`src/rtl/register_map_pkg.sv`:
```
/*
 Register map of the subsystem. Addresses outside this map select no block,
 and such a transaction reads back 0x00.
*/

package register_map_pkg;

    // identity block
    localparam logic [7:0] chip_id_address     = 8'hDB;
    localparam logic [7:0] scratch_address     = 8'hDC;
    localparam logic [7:0] chip_id_value       = 8'h0A;
    localparam logic [7:0] scratch_reset_value = 8'h00;

    // version block
    localparam logic [7:0] version_address = 8'hB5;
    localparam int         version_length  = 8;

    // first character in the top byte
    localparam logic [8*version_length-1:0] version_string = "v0.1-dev";

endpackage

```
`src/rtl/spi_bus_pkg.sv`:
```
/*
 Byte-level types shared by the SPI front end, the selector and the
 register blocks. Every strobe is a single-cycle pulse with no back-pressure.
*/

package spi_bus_pkg;

    // bits per SPI transfer unit
    localparam int byte_width = 8;

    // one byte on the internal bus, valid is a one-cycle strobe
    // except for the register returns, where it follows the enable
    typedef struct packed {
        logic                  valid;
        logic [byte_width-1:0] data;
    } spi_byte_t;

endpackage

```
`src/rtl/id_scratch_register.sv`:
```
/*
 Identity block. The chip id is read-only. The scratch byte is written by
 every data byte, so each return shows the byte written just before it.
*/
`timescale 1ns/100ps

module id_scratch_register import spi_bus_pkg::*, register_map_pkg::*; (
    input  logic                  system_clock,
    input  logic                  arst_n,
    input  logic                  enable,
    input  logic [byte_width-1:0] address,
    input  spi_byte_t             copi,
    output spi_byte_t             data_return
);

    logic [byte_width-1:0] scratch;
    logic                  scratch_write;

    assign scratch_write = enable && copi.valid && (address == scratch_address);

    always_ff @(posedge system_clock or negedge arst_n) begin
        if (!arst_n) begin
            scratch     <= scratch_reset_value;
            data_return <= '0;
        end else begin
            if (scratch_write) begin
                scratch <= copi.data;
            end
            data_return.valid <= enable;
            if (address == chip_id_address) begin
                data_return.data <= chip_id_value;
            end else if (scratch_write) begin
                // show the new value one cycle after the strobe
                data_return.data <= copi.data;
            end else begin
                data_return.data <= scratch;
            end
        end
    end

endmodule

```
`src/rtl/spi_peripheral.sv`:
```
/*
 SPI mode 0 peripheral, MSB first, pins sampled in the system_clock domain.
 The host must hold each SPI half-period for at least 8 system_clock cycles.
 The first byte after select falls is strobed as address, later ones as data.
*/
`timescale 1ns/100ps

module spi_peripheral import spi_bus_pkg::*; (
    input  logic      system_clock,
    input  logic      arst_n,
    input  logic      spi_select,
    input  logic      spi_clock,
    input  logic      spi_copi,
    output logic      spi_cipo,
    output spi_byte_t address,
    output spi_byte_t copi,
    output logic      select_active,
    input  spi_byte_t cipo
);

    // two flop synchronizers, bit 1 is the settled value
    logic [1:0] select_sync;
    logic [1:0] clock_sync;
    logic [1:0] copi_sync;
    logic       clock_last;
    logic       clock_rise;
    logic       clock_fall;

    logic [$clog2(byte_width)-1:0] bit_count;
    logic                          first_byte;
    logic [byte_width-1:0]         shift_in;
    logic [byte_width-1:0]         byte_in;
    logic [byte_width-1:0]         shift_out;

    always_ff @(posedge system_clock or negedge arst_n) begin
        if (!arst_n) begin
            select_sync <= '1;
            clock_sync  <= '0;
            copi_sync   <= '0;
            clock_last  <= 1'b0;
        end else begin
            select_sync <= {select_sync[0], spi_select};
            clock_sync  <= {clock_sync[0], spi_clock};
            copi_sync   <= {copi_sync[0], spi_copi};
            clock_last  <= clock_sync[1];
        end
    end

    assign select_active = ~select_sync[1];

    // edges only count inside a transaction
    assign clock_rise = clock_sync[1] & ~clock_last & select_active;
    assign clock_fall = ~clock_sync[1] & clock_last & select_active;

    // byte as it stands with the bit sampled on this edge
    assign byte_in = {shift_in[byte_width-2:0], copi_sync[1]};

    always_ff @(posedge system_clock or negedge arst_n) begin
        if (!arst_n) begin
            bit_count  <= '0;
            first_byte <= 1'b1;
            shift_in   <= '0;
            address    <= '0;
            copi       <= '0;
        end else begin
            address.valid <= 1'b0;
            copi.valid    <= 1'b0;
            if (!select_active) begin
                bit_count  <= '0;
                first_byte <= 1'b1;
            end else if (clock_rise) begin
                bit_count <= bit_count + 1'b1;
                shift_in  <= byte_in;
                // eighth bit closes the byte
                if (bit_count == '1) begin
                    first_byte <= 1'b0;
                    if (first_byte) begin
                        address <= '{valid: 1'b1, data: byte_in};
                    end else begin
                        copi <= '{valid: 1'b1, data: byte_in};
                    end
                end
            end
        end
    end

    // return path, loaded on the falling edge right after a full byte
    always_ff @(posedge system_clock or negedge arst_n) begin
        if (!arst_n) begin
            shift_out <= '0;
        end else if (!select_active) begin
            shift_out <= '0;
        end else if (clock_fall) begin
            if (bit_count == '0) begin
                shift_out <= cipo.valid ? cipo.data : '0;
            end else begin
                shift_out <= {shift_out[byte_width-2:0], 1'b0};
            end
        end
    end

    assign spi_cipo = shift_out[byte_width-1];

endmodule

```
`src/rtl/spi_subsystem_top.sv`:
```
/*
 SPI register subsystem, mode 0 peripheral with two register blocks.
 All logic runs on system_clock; the SPI pins are synchronized at the edge.
*/
`timescale 1ns/100ps

module spi_subsystem_top import spi_bus_pkg::*; (
    input  logic system_clock,
    input  logic arst_n,
    input  logic spi_select,
    input  logic spi_clock,
    input  logic spi_copi,
    output logic spi_cipo
);

    spi_byte_t             address;
    spi_byte_t             copi;
    spi_byte_t             cipo;
    spi_byte_t             id_return;
    spi_byte_t             version_return;
    logic                  select_active;
    logic                  id_enable;
    logic                  version_enable;
    logic [byte_width-1:0] latched_address;

    spi_peripheral i_spi_peripheral (
        .system_clock  (system_clock),
        .arst_n        (arst_n),
        .spi_select    (spi_select),
        .spi_clock     (spi_clock),
        .spi_copi      (spi_copi),
        .spi_cipo      (spi_cipo),
        .address       (address),
        .copi          (copi),
        .select_active (select_active),
        .cipo          (cipo)
    );

    subperipheral_selector i_subperipheral_selector (
        .system_clock    (system_clock),
        .arst_n          (arst_n),
        .address         (address),
        .select_active   (select_active),
        .id_return       (id_return),
        .version_return  (version_return),
        .id_enable       (id_enable),
        .version_enable  (version_enable),
        .latched_address (latched_address),
        .cipo            (cipo)
    );

    id_scratch_register i_id_scratch_register (
        .system_clock (system_clock),
        .arst_n       (arst_n),
        .enable       (id_enable),
        .address      (latched_address),
        .copi         (copi),
        .data_return  (id_return)
    );

    version_string_register i_version_string_register (
        .system_clock (system_clock),
        .arst_n       (arst_n),
        .enable       (version_enable),
        .copi         (copi),
        .data_return  (version_return)
    );

endmodule

```
`src/rtl/subperipheral_selector.sv`:
```
/*
 Address decoder and return mux. Exactly one block is enabled per known
 address, none for an unknown one. Enables drop once select is released.
*/
`timescale 1ns/100ps

module subperipheral_selector import spi_bus_pkg::*, register_map_pkg::*; (
    input  logic                  system_clock,
    input  logic                  arst_n,
    input  spi_byte_t             address,
    input  logic                  select_active,
    input  spi_byte_t             id_return,
    input  spi_byte_t             version_return,
    output logic                  id_enable,
    output logic                  version_enable,
    output logic [byte_width-1:0] latched_address,
    output spi_byte_t             cipo
);

    logic id_hit;
    logic version_hit;

    assign id_hit      = (address.data == chip_id_address) ||
                         (address.data == scratch_address);
    assign version_hit = (address.data == version_address);

    always_ff @(posedge system_clock or negedge arst_n) begin
        if (!arst_n) begin
            id_enable      <= 1'b0;
            version_enable <= 1'b0;
        end else if (!select_active) begin
            id_enable      <= 1'b0;
            version_enable <= 1'b0;
        end else if (address.valid) begin
            id_enable      <= id_hit;
            version_enable <= version_hit;
        end
    end

    always_ff @(posedge system_clock) begin
        if (address.valid) begin
            latched_address <= address.data;
        end
    end

    // nothing enabled means an invalid return, shifted out as 0x00
    always_comb begin
        if (id_enable) begin
            cipo = id_return;
        end else if (version_enable) begin
            cipo = version_return;
        end else begin
            cipo = '0;
        end
    end

endmodule

```
`src/rtl/version_string_register.sv`:
```
/*
 Version block. Streams the version string one character per data byte,
 wraps after the last character and restarts with each transaction.
*/
`timescale 1ns/100ps

module version_string_register import spi_bus_pkg::*, register_map_pkg::*; (
    input  logic      system_clock,
    input  logic      arst_n,
    input  logic      enable,
    input  spi_byte_t copi,
    output spi_byte_t data_return
);

    logic [$clog2(version_length)-1:0] pointer;
    logic [$clog2(version_length)-1:0] pointer_next;
    logic [byte_width-1:0]             character;

    always_comb begin
        pointer_next = pointer;
        if (!enable) begin
            pointer_next = '0;
        end else if (copi.valid) begin
            // wrap back to the first character
            if (int'(pointer) == version_length - 1) begin
                pointer_next = '0;
            end else begin
                pointer_next = pointer + 1'b1;
            end
        end
    end

    // character 0 sits in the top byte of the string
    assign character =
        version_string[(version_length - 1 - int'(pointer_next)) * byte_width +: byte_width];

    always_ff @(posedge system_clock or negedge arst_n) begin
        if (!arst_n) begin
            pointer     <= '0;
            data_return <= '0;
        end else begin
            pointer           <= pointer_next;
            data_return.valid <= enable;
            data_return.data  <= character;
        end
    end

endmodule

```
`config.mk`:
```
export PLATFORM = sky130hd
export DESIGN_NAME = spi_subsystem_top
export DESIGN_NICKNAME = d
export VERILOG_FILES = /design/src/rtl/register_map_pkg.sv /design/src/rtl/spi_bus_pkg.sv /design/src/rtl/id_scratch_register.sv /design/src/rtl/spi_peripheral.sv /design/src/rtl/spi_subsystem_top.sv /design/src/rtl/subperipheral_selector.sv /design/src/rtl/version_string_register.sv
export SDC_FILE = /design/constraint.sdc
export NUM_CORES = 1
export LEC_CHECK = 0
export BUFFER_PORTS_ARGS = -buffer_cell sky130_fd_sc_hd__buf_2
export CORE_UTILIZATION = 33
export CTS_CLUSTER_SIZE = 8
export DETAILED_ROUTE_END_ITERATION = 10
export PLACE_DENSITY_LB_ADDON = 0.15
export SETUP_SLACK_MARGIN = 0.3
export SLEW_MARGIN = 20
export SYNTH_ARGS = -nofsm -noshare
export SYNTH_HDL_FRONTEND = slang
export SYNTH_SLANG_ARGS = --single-unit
```
`constraint.sdc`:
```
create_clock -name system_clock -period 2.5 [get_ports system_clock]
set_clock_uncertainty 0.05 [all_clocks]
set_input_delay 0.5 -clock system_clock [delete_from_list [all_inputs] [get_ports system_clock]]
set_output_delay 0.5 -clock system_clock [all_outputs]
set_load 0.02 [all_outputs]
```
Word-level counts from Yosys, hierarchy flattened
Cells that the tools add are included.
Widths: inputs -> output; s select.
Operators by class
  add/sub/neg operators: 3
  eq/ne operators: 7
  shift-type cells: 1
  muxes and demuxes: 28
  bitwise gates (word level): 8
  reductions and logical operators: 12
Operator list (count)
  $mux 9: 10
  $shiftx 64x32->8 const A: 1
  $mux 8: 6
  $eq 8x8->1 const B: 5
  $mux 3: 5
  $reduce_and 4->1: 2
  $reduce_bool 2->1: 4
  $mux 1: 7
  $add 3x1->3 const B: 2
  $and 1x1->1: 4
  $not 1->1: 4
  $reduce_and 2->1: 2
  $sub 3x3->4 const A: 1
  $eq 3x1->1 const B: 1
  $eq 3x3->1 const B: 1
  $logic_not 3->1: 1
  $logic_and 1x1->1: 2
  $logic_or 1x1->1: 1
Storage, ports and cells
  register bits: 83
  bits of input ports: 5
  output and inout bits: 1
  word-level logic and storage cells: 80

Depth between registers and ports, before layout
  word-level depth: 6
  mapped depth: 7
  gate-level depth less buffers: 7

Modules after synthesis
From an unflattened synthesis, not the netlist that was laid out.
Second synthesis, totals
  cell total of the unflattened synthesis: 271
  area total of the unflattened synthesis: 3579.7 sq um
By module, submodules not included
  spi_peripheral: instances 1, cells each 128, area each 1796.7 sq um, sequential area each 1104.8 sq um
  id_scratch_register: instances 1, cells each 69, area each 829.5 sq um, sequential area each 425.4 sq um
  version_string_register: instances 1, cells each 35, area each 479.2 sq um, sequential area each 275.3 sq um
  subperipheral_selector: instances 1, cells each 39, area each 474.2 sq um, sequential area each 290.3 sq um

Worst setup path before layout
Ideal clock, no wire load.
  path type: reg-to-reg
  start point: reg i_version_string_register.pointer[0]
  end point: reg i_version_string_register.data_return[3] (netlist bit)
  arrival time: 1.396 ns
  path slack: 0.931 ns
  stages on the path, launching flop included: 8
  path buffers: 0
  clock period less this slack: 1.569 ns
  cells stage by stage: dfrtp_1 > ha_1 > ha_1 > mux2_2 > nand2_1 > inv_1 > nand2_1 > a21oi_1
On the way
  word-level cells in the longest chain between the ends: 6
  elaborated cells between the ends (all ways): 7
  classes of those cells: add/sub: 2; eq/ne: 1; shift: 1; mux: 3
Ends and longest elaborated chain
  start, declared: line version_string_register.sv:15  | logic [$clog2(version_length)-1:0] pointer;
  start signal, assigned: line version_string_register.sv:42  | pointer <= pointer_next;
  $add 3x1->3 or $eq 3x1->1 (tied branches): line version_string_register.sv:28, version_string_register.sv:25
  $mux 3 (*): line version_string_register.sv:25  | if (int'(pointer) == version_length - 1) begin
  $mux 3 (*): line version_string_register.sv:23  | end else if (copi.valid) begin
  $mux 3 (*): line version_string_register.sv:21  | if (!enable) begin
  via i_version_string_register.pointer_next[2]: line version_string_register.sv:16  | logic [$clog2(version_length)-1:0] pointer_next;
  $sub 3x3->4 (*): line version_string_register.sv:35  | version_string[(version_length - 1 - int'(pointer_next)) * byte_width +: byte_width];
  $shiftx 64x32->8 (*): line version_string_register.sv:35
  via i_version_string_register.character[3]: line version_string_register.sv:17  | logic [byte_width-1:0] character;
  end, declared: line version_string_register.sv:12  | output spi_byte_t data_return
The timed path passes the listed nets; every way through them passes the cells marked *.
A chain may end at the register's enable or synchronous reset.

Worst setup path in the final report
  start point: reg i_spi_peripheral.select_sync[1]
  end point: reg i_spi_peripheral.copi[4] (netlist name)
On the way
  word-level cells in the longest chain between the ends: 3
Ends and longest elaborated chain
  start, declared: line spi_peripheral.sv:22  | logic [1:0] select_sync;
  start signal, assigned: line spi_peripheral.sv:42  | select_sync <= {select_sync[0], spi_select};
  $not 1->1 (no source line) (*)
  $and 1x1->1: line spi_peripheral.sv:52  | assign clock_rise = clock_sync[1] & ~clock_last & select_active;
  $reduce_and 4->1 (no source line) (*)
Every way passes the cells marked *; elsewhere a longest branch is shown, timed or not.

==> out/results.tsv <==
stage	metric	value	unit
global_route	GRT overflow	0	
worst_hold_path	Min-Delay Path Class	input pin to async pin	
timing	worst-margin pin slew	0.547	ns
timing	Final Worst Setup Slack	0.816	ns
finish	Layout Nets	255	
timing	final setup violation count	0	
drt	DR WL/cell	15.2	um
synth	top-count cell post-synth	dfrtp_1	
cts	Post-CTS Resized	0	
placed_design	Place WS	0.801	ns
synth	Netlist Area Pre-Place	0.00330	mm2
global_route	GRT Util Overall	13.2	%
placed_design	DP HPWL	4070	um
critical_path	CP Capture Type	flip-flop	
synth	Seq/Total Area, Yosys	63.4	%
synth	Mapped Cells	233	
finish	area grow syn2layout	12.8	%
drt	ANT nets after route	0	
cts	CTS Buffer Depth	2	
floorplanning	FP Rows	36	
finish	Fill cells	963	
synth	asr flop ratio synth	90.2	%
timing	min cycle time layout	1.68	ns
cts	CTS root buffer	clkbuf_8	
cts	TritonCTS clock tree	done	
synth	Syn Nets	243	
drt	DRC	0	
critical_path	Data arrival, critical path	1.88	ns
synth	syn_area_per_cell	14.2	um2
timing	setup tns final	0	ns
placed_design	Inst Count DP	367	
cts	CTS clk-pin slew, worst paths	0.09	ns
run	Max Cap Violations	0	
critical_path	CP required	2.69	ns
floorplanning	Initial Util	34.0	%
synth	Yosys reg bits	82	
timing	relative slew slack	63.5	%
floorplanning	die area	0.0104	mm2
floorplanning	# IOs	6	
drt	initial DRC count	44	
drt	Post-Route WL	5820	um
synth	Synth cell types	48	
global_route	largest net degree at the start of global routing	44	
timing	Slew Viols, Final	0	
placed_design	port buffer count	5	
timing	RSZ-0062 raised after global routing	no	
global_route	initial antenna violation count	0	
synth	Synth area leaders	dfrtp_1 54%, mux2_2 10%, edfxtp_1 7.3%	
critical_path	Crit Path Category	flip-flop to flip-flop	
synth	leading area contributor after synthesis	dfrtp_1	
finish	diodes inserted	0	
finish	share of cells above drive strength 1	29.2	%
pwr	Lkg Pwr	1.70	nW
finish	Finished Layout Cells	383	
global_route	vias in the first global route	1895	
timing	Max Clk Rate	594	MHz
synth	commonest cells in the synthesized netlist	71 x dfrtp_1, 30 x mux2_2, 12 x nor2_1	
status	status	finished, final reports clean	
cts	Hold-fix buffers, CTS	0	
timing	period utilization	67.3	%
global_route	first-pass GRT wire length	10100	um
cts	clock sink count	82	
synth	Synth Flop Type	dfrtp_1	
synth	Yosys Warn Count	0	
synth	number of synthesized flops with an enable pin	8	
floorplanning	DIE WIDTH	102	um
cts	H-tree levels	3	
cts	worst-skew pair later-pin latency	0.36	ns
pwr	Peak VDD IR	0.352	mV
drt	Vias	1823	
drt	Vias per Instance	4.76	
cts	Setup Buffers After CTS	0	
placed_design	GPL Wtd Cong	0.724	
critical_path	Startpoint Class	flip-flop	
pwr	pwr/cell area	723	mW/mm2
drt	Pre-antenna DRT Iters	4	
cts	TritonCTS Buffers	9	
synth	post-synth top area share	53.8	%
floorplanning	die height	102	um
timing	Hold Fails Final Rpt	0	
critical_path	critical path fanouts, max	12	
floorplanning	core area	0.00973	mm2
worst max-delay path, cell delays in order (launching register included):
cell and delay, ns:
dfstp_2 0.45, nor3b_2 0.42, nand2_4 0.12, nor2_8 0.18, mux2_2 0.35
layer usage:
layer | routed length, um | up-vias | global-route usage [%]
li1 | - | 880 | -
met1 | 2900 | 919 | 17.8
met2 | 2690 | 18 | 19.5
met3 | 151 | 6 | 5.13
met4 | 76 | 0 | 4.29
met5 | 0 | - | 0
cell families after synthesis:
family | count (synthesis) | synth area share (%)
muxes | 33 | 11.1
and+or+nand+nor | 52 | 9.85
AOI/OAI and AO/OA | 46 | 11.1
other | 1 | 0.114
DFF | 82 | 63.4
xor gates and xnor gates | 1 | 0.265
buffers and inverters | 13 | 2.20
adders and majority gates | 5 | 1.89
placed cells by master, fill, tap and decap left out, types with 3 or more instances in the layout:
cell type / netlist / routed
buf_2: 1 / 4
edfxtp_1: 8 / 8
dfrtp_1: 71 / 71
inv_1: 7 / 7
dfstp_2: 3 / 3
nand2b_1: 3 / 3
ha_1: 5 / 5
o31ai_1: 6 / 6
mux2_2: 30 / 30
a22oi_1: 6 / 6
a32oi_1: 6 / 6
and2b_1: 3 / 3
a21oi_1: 4 / 4
nor2_1: 12 / 12
a22o_2: 7 / 7
nand2_1: 11 / 11
clkbuf_8: 0 / 10
o21ai_0: 6 / 6
nor2b_1: 5 / 5
mux2i_1: 3 / 3
report_power, final:
group | internal (mW) | switching (mW)
registers | 1.40 | 0.0533
logic | 0.0523 | 0.0534
clock network | 0.652 | 0.485
total | 2.10 | 0.592
per-stage QoR:
stage | cell area, um2 | utilization, % | power (mW) | hold slack, ns
floorplan | 3300 | - | 1.52 | 0.154
global placement | 3480 | 35.8 | 1.59 | 0.282
detailed placement | 3480 | 35.8 | 1.59 | 0.286
CTS | 3720 | 38.3 | 2.74 | 0.0822
global route | 3720 | 38.3 | 2.81 | 0.101
finish | 3720 | 38.3 | 2.69 | 0.0750
path summary, 6_finish.rpt:
path / from / endpoint / slack, ns / cells past startpoint
max reg2reg: i_spi_peripheral.select_sync[1]$_DFF_PN1_ / i_spi_peripheral.copi[4]$_DFFE_PN0P_ / 0.82 / 4
min in group system_clock: spi_select / i_spi_peripheral.select_sync[0]$_DFF_PN1_ / 0.19 / 1
max: i_spi_peripheral.select_sync[1]$_DFF_PN1_ / i_spi_peripheral.copi[4]$_DFFE_PN0P_ / 0.82 / 4
max in group asynchronous: arst_n / i_spi_peripheral.address[1]$_DFFE_PN0P_ / 1.75 / 2
min reg2reg: i_spi_peripheral.copi_sync[0]$_DFF_PN0_ / i_spi_peripheral.copi_sync[1]$_DFF_PN0_ / 0.30 / 0
min: arst_n / i_spi_peripheral.bit_count[1]$_DFFE_PN0P_ / 0.07 / 1
final cells by class:
type                    instances  area (um2)  area share, %
flip-flops and latches         82        2100           56.3
multi-input cells             138        1130           30.5
inverters                       7        26.3          0.705
well taps                     133         166           4.47
repair buffers                  7        55.1           1.48
clock inverters                 5        83.8           2.25
clock buffers                  11         163           4.37
registers in the layout, indices dropped and copies added, names as in the netlist:
name	flops
i_spi_peripheral.copi_sync	2
i_subperipheral_selector.version_enable	1
i_spi_peripheral.select_sync	2
i_spi_peripheral.first_byte	1
i_spi_peripheral.shift_out	8
i_spi_peripheral.clock_last	1
i_id_scratch_register.data_return	9
i_spi_peripheral.clock_sync	2
i_version_string_register.data_return	8
i_spi_peripheral.shift_in	7
i_subperipheral_selector.id_enable	1
i_version_string_register.pointer	3
i_id_scratch_register.scratch	8
i_subperipheral_selector.latched_address	8
i_spi_peripheral.copi	9
i_spi_peripheral.address	9
i_spi_peripheral.bit_count	3
No activity file was read; power rests on OpenSTA's default activity.
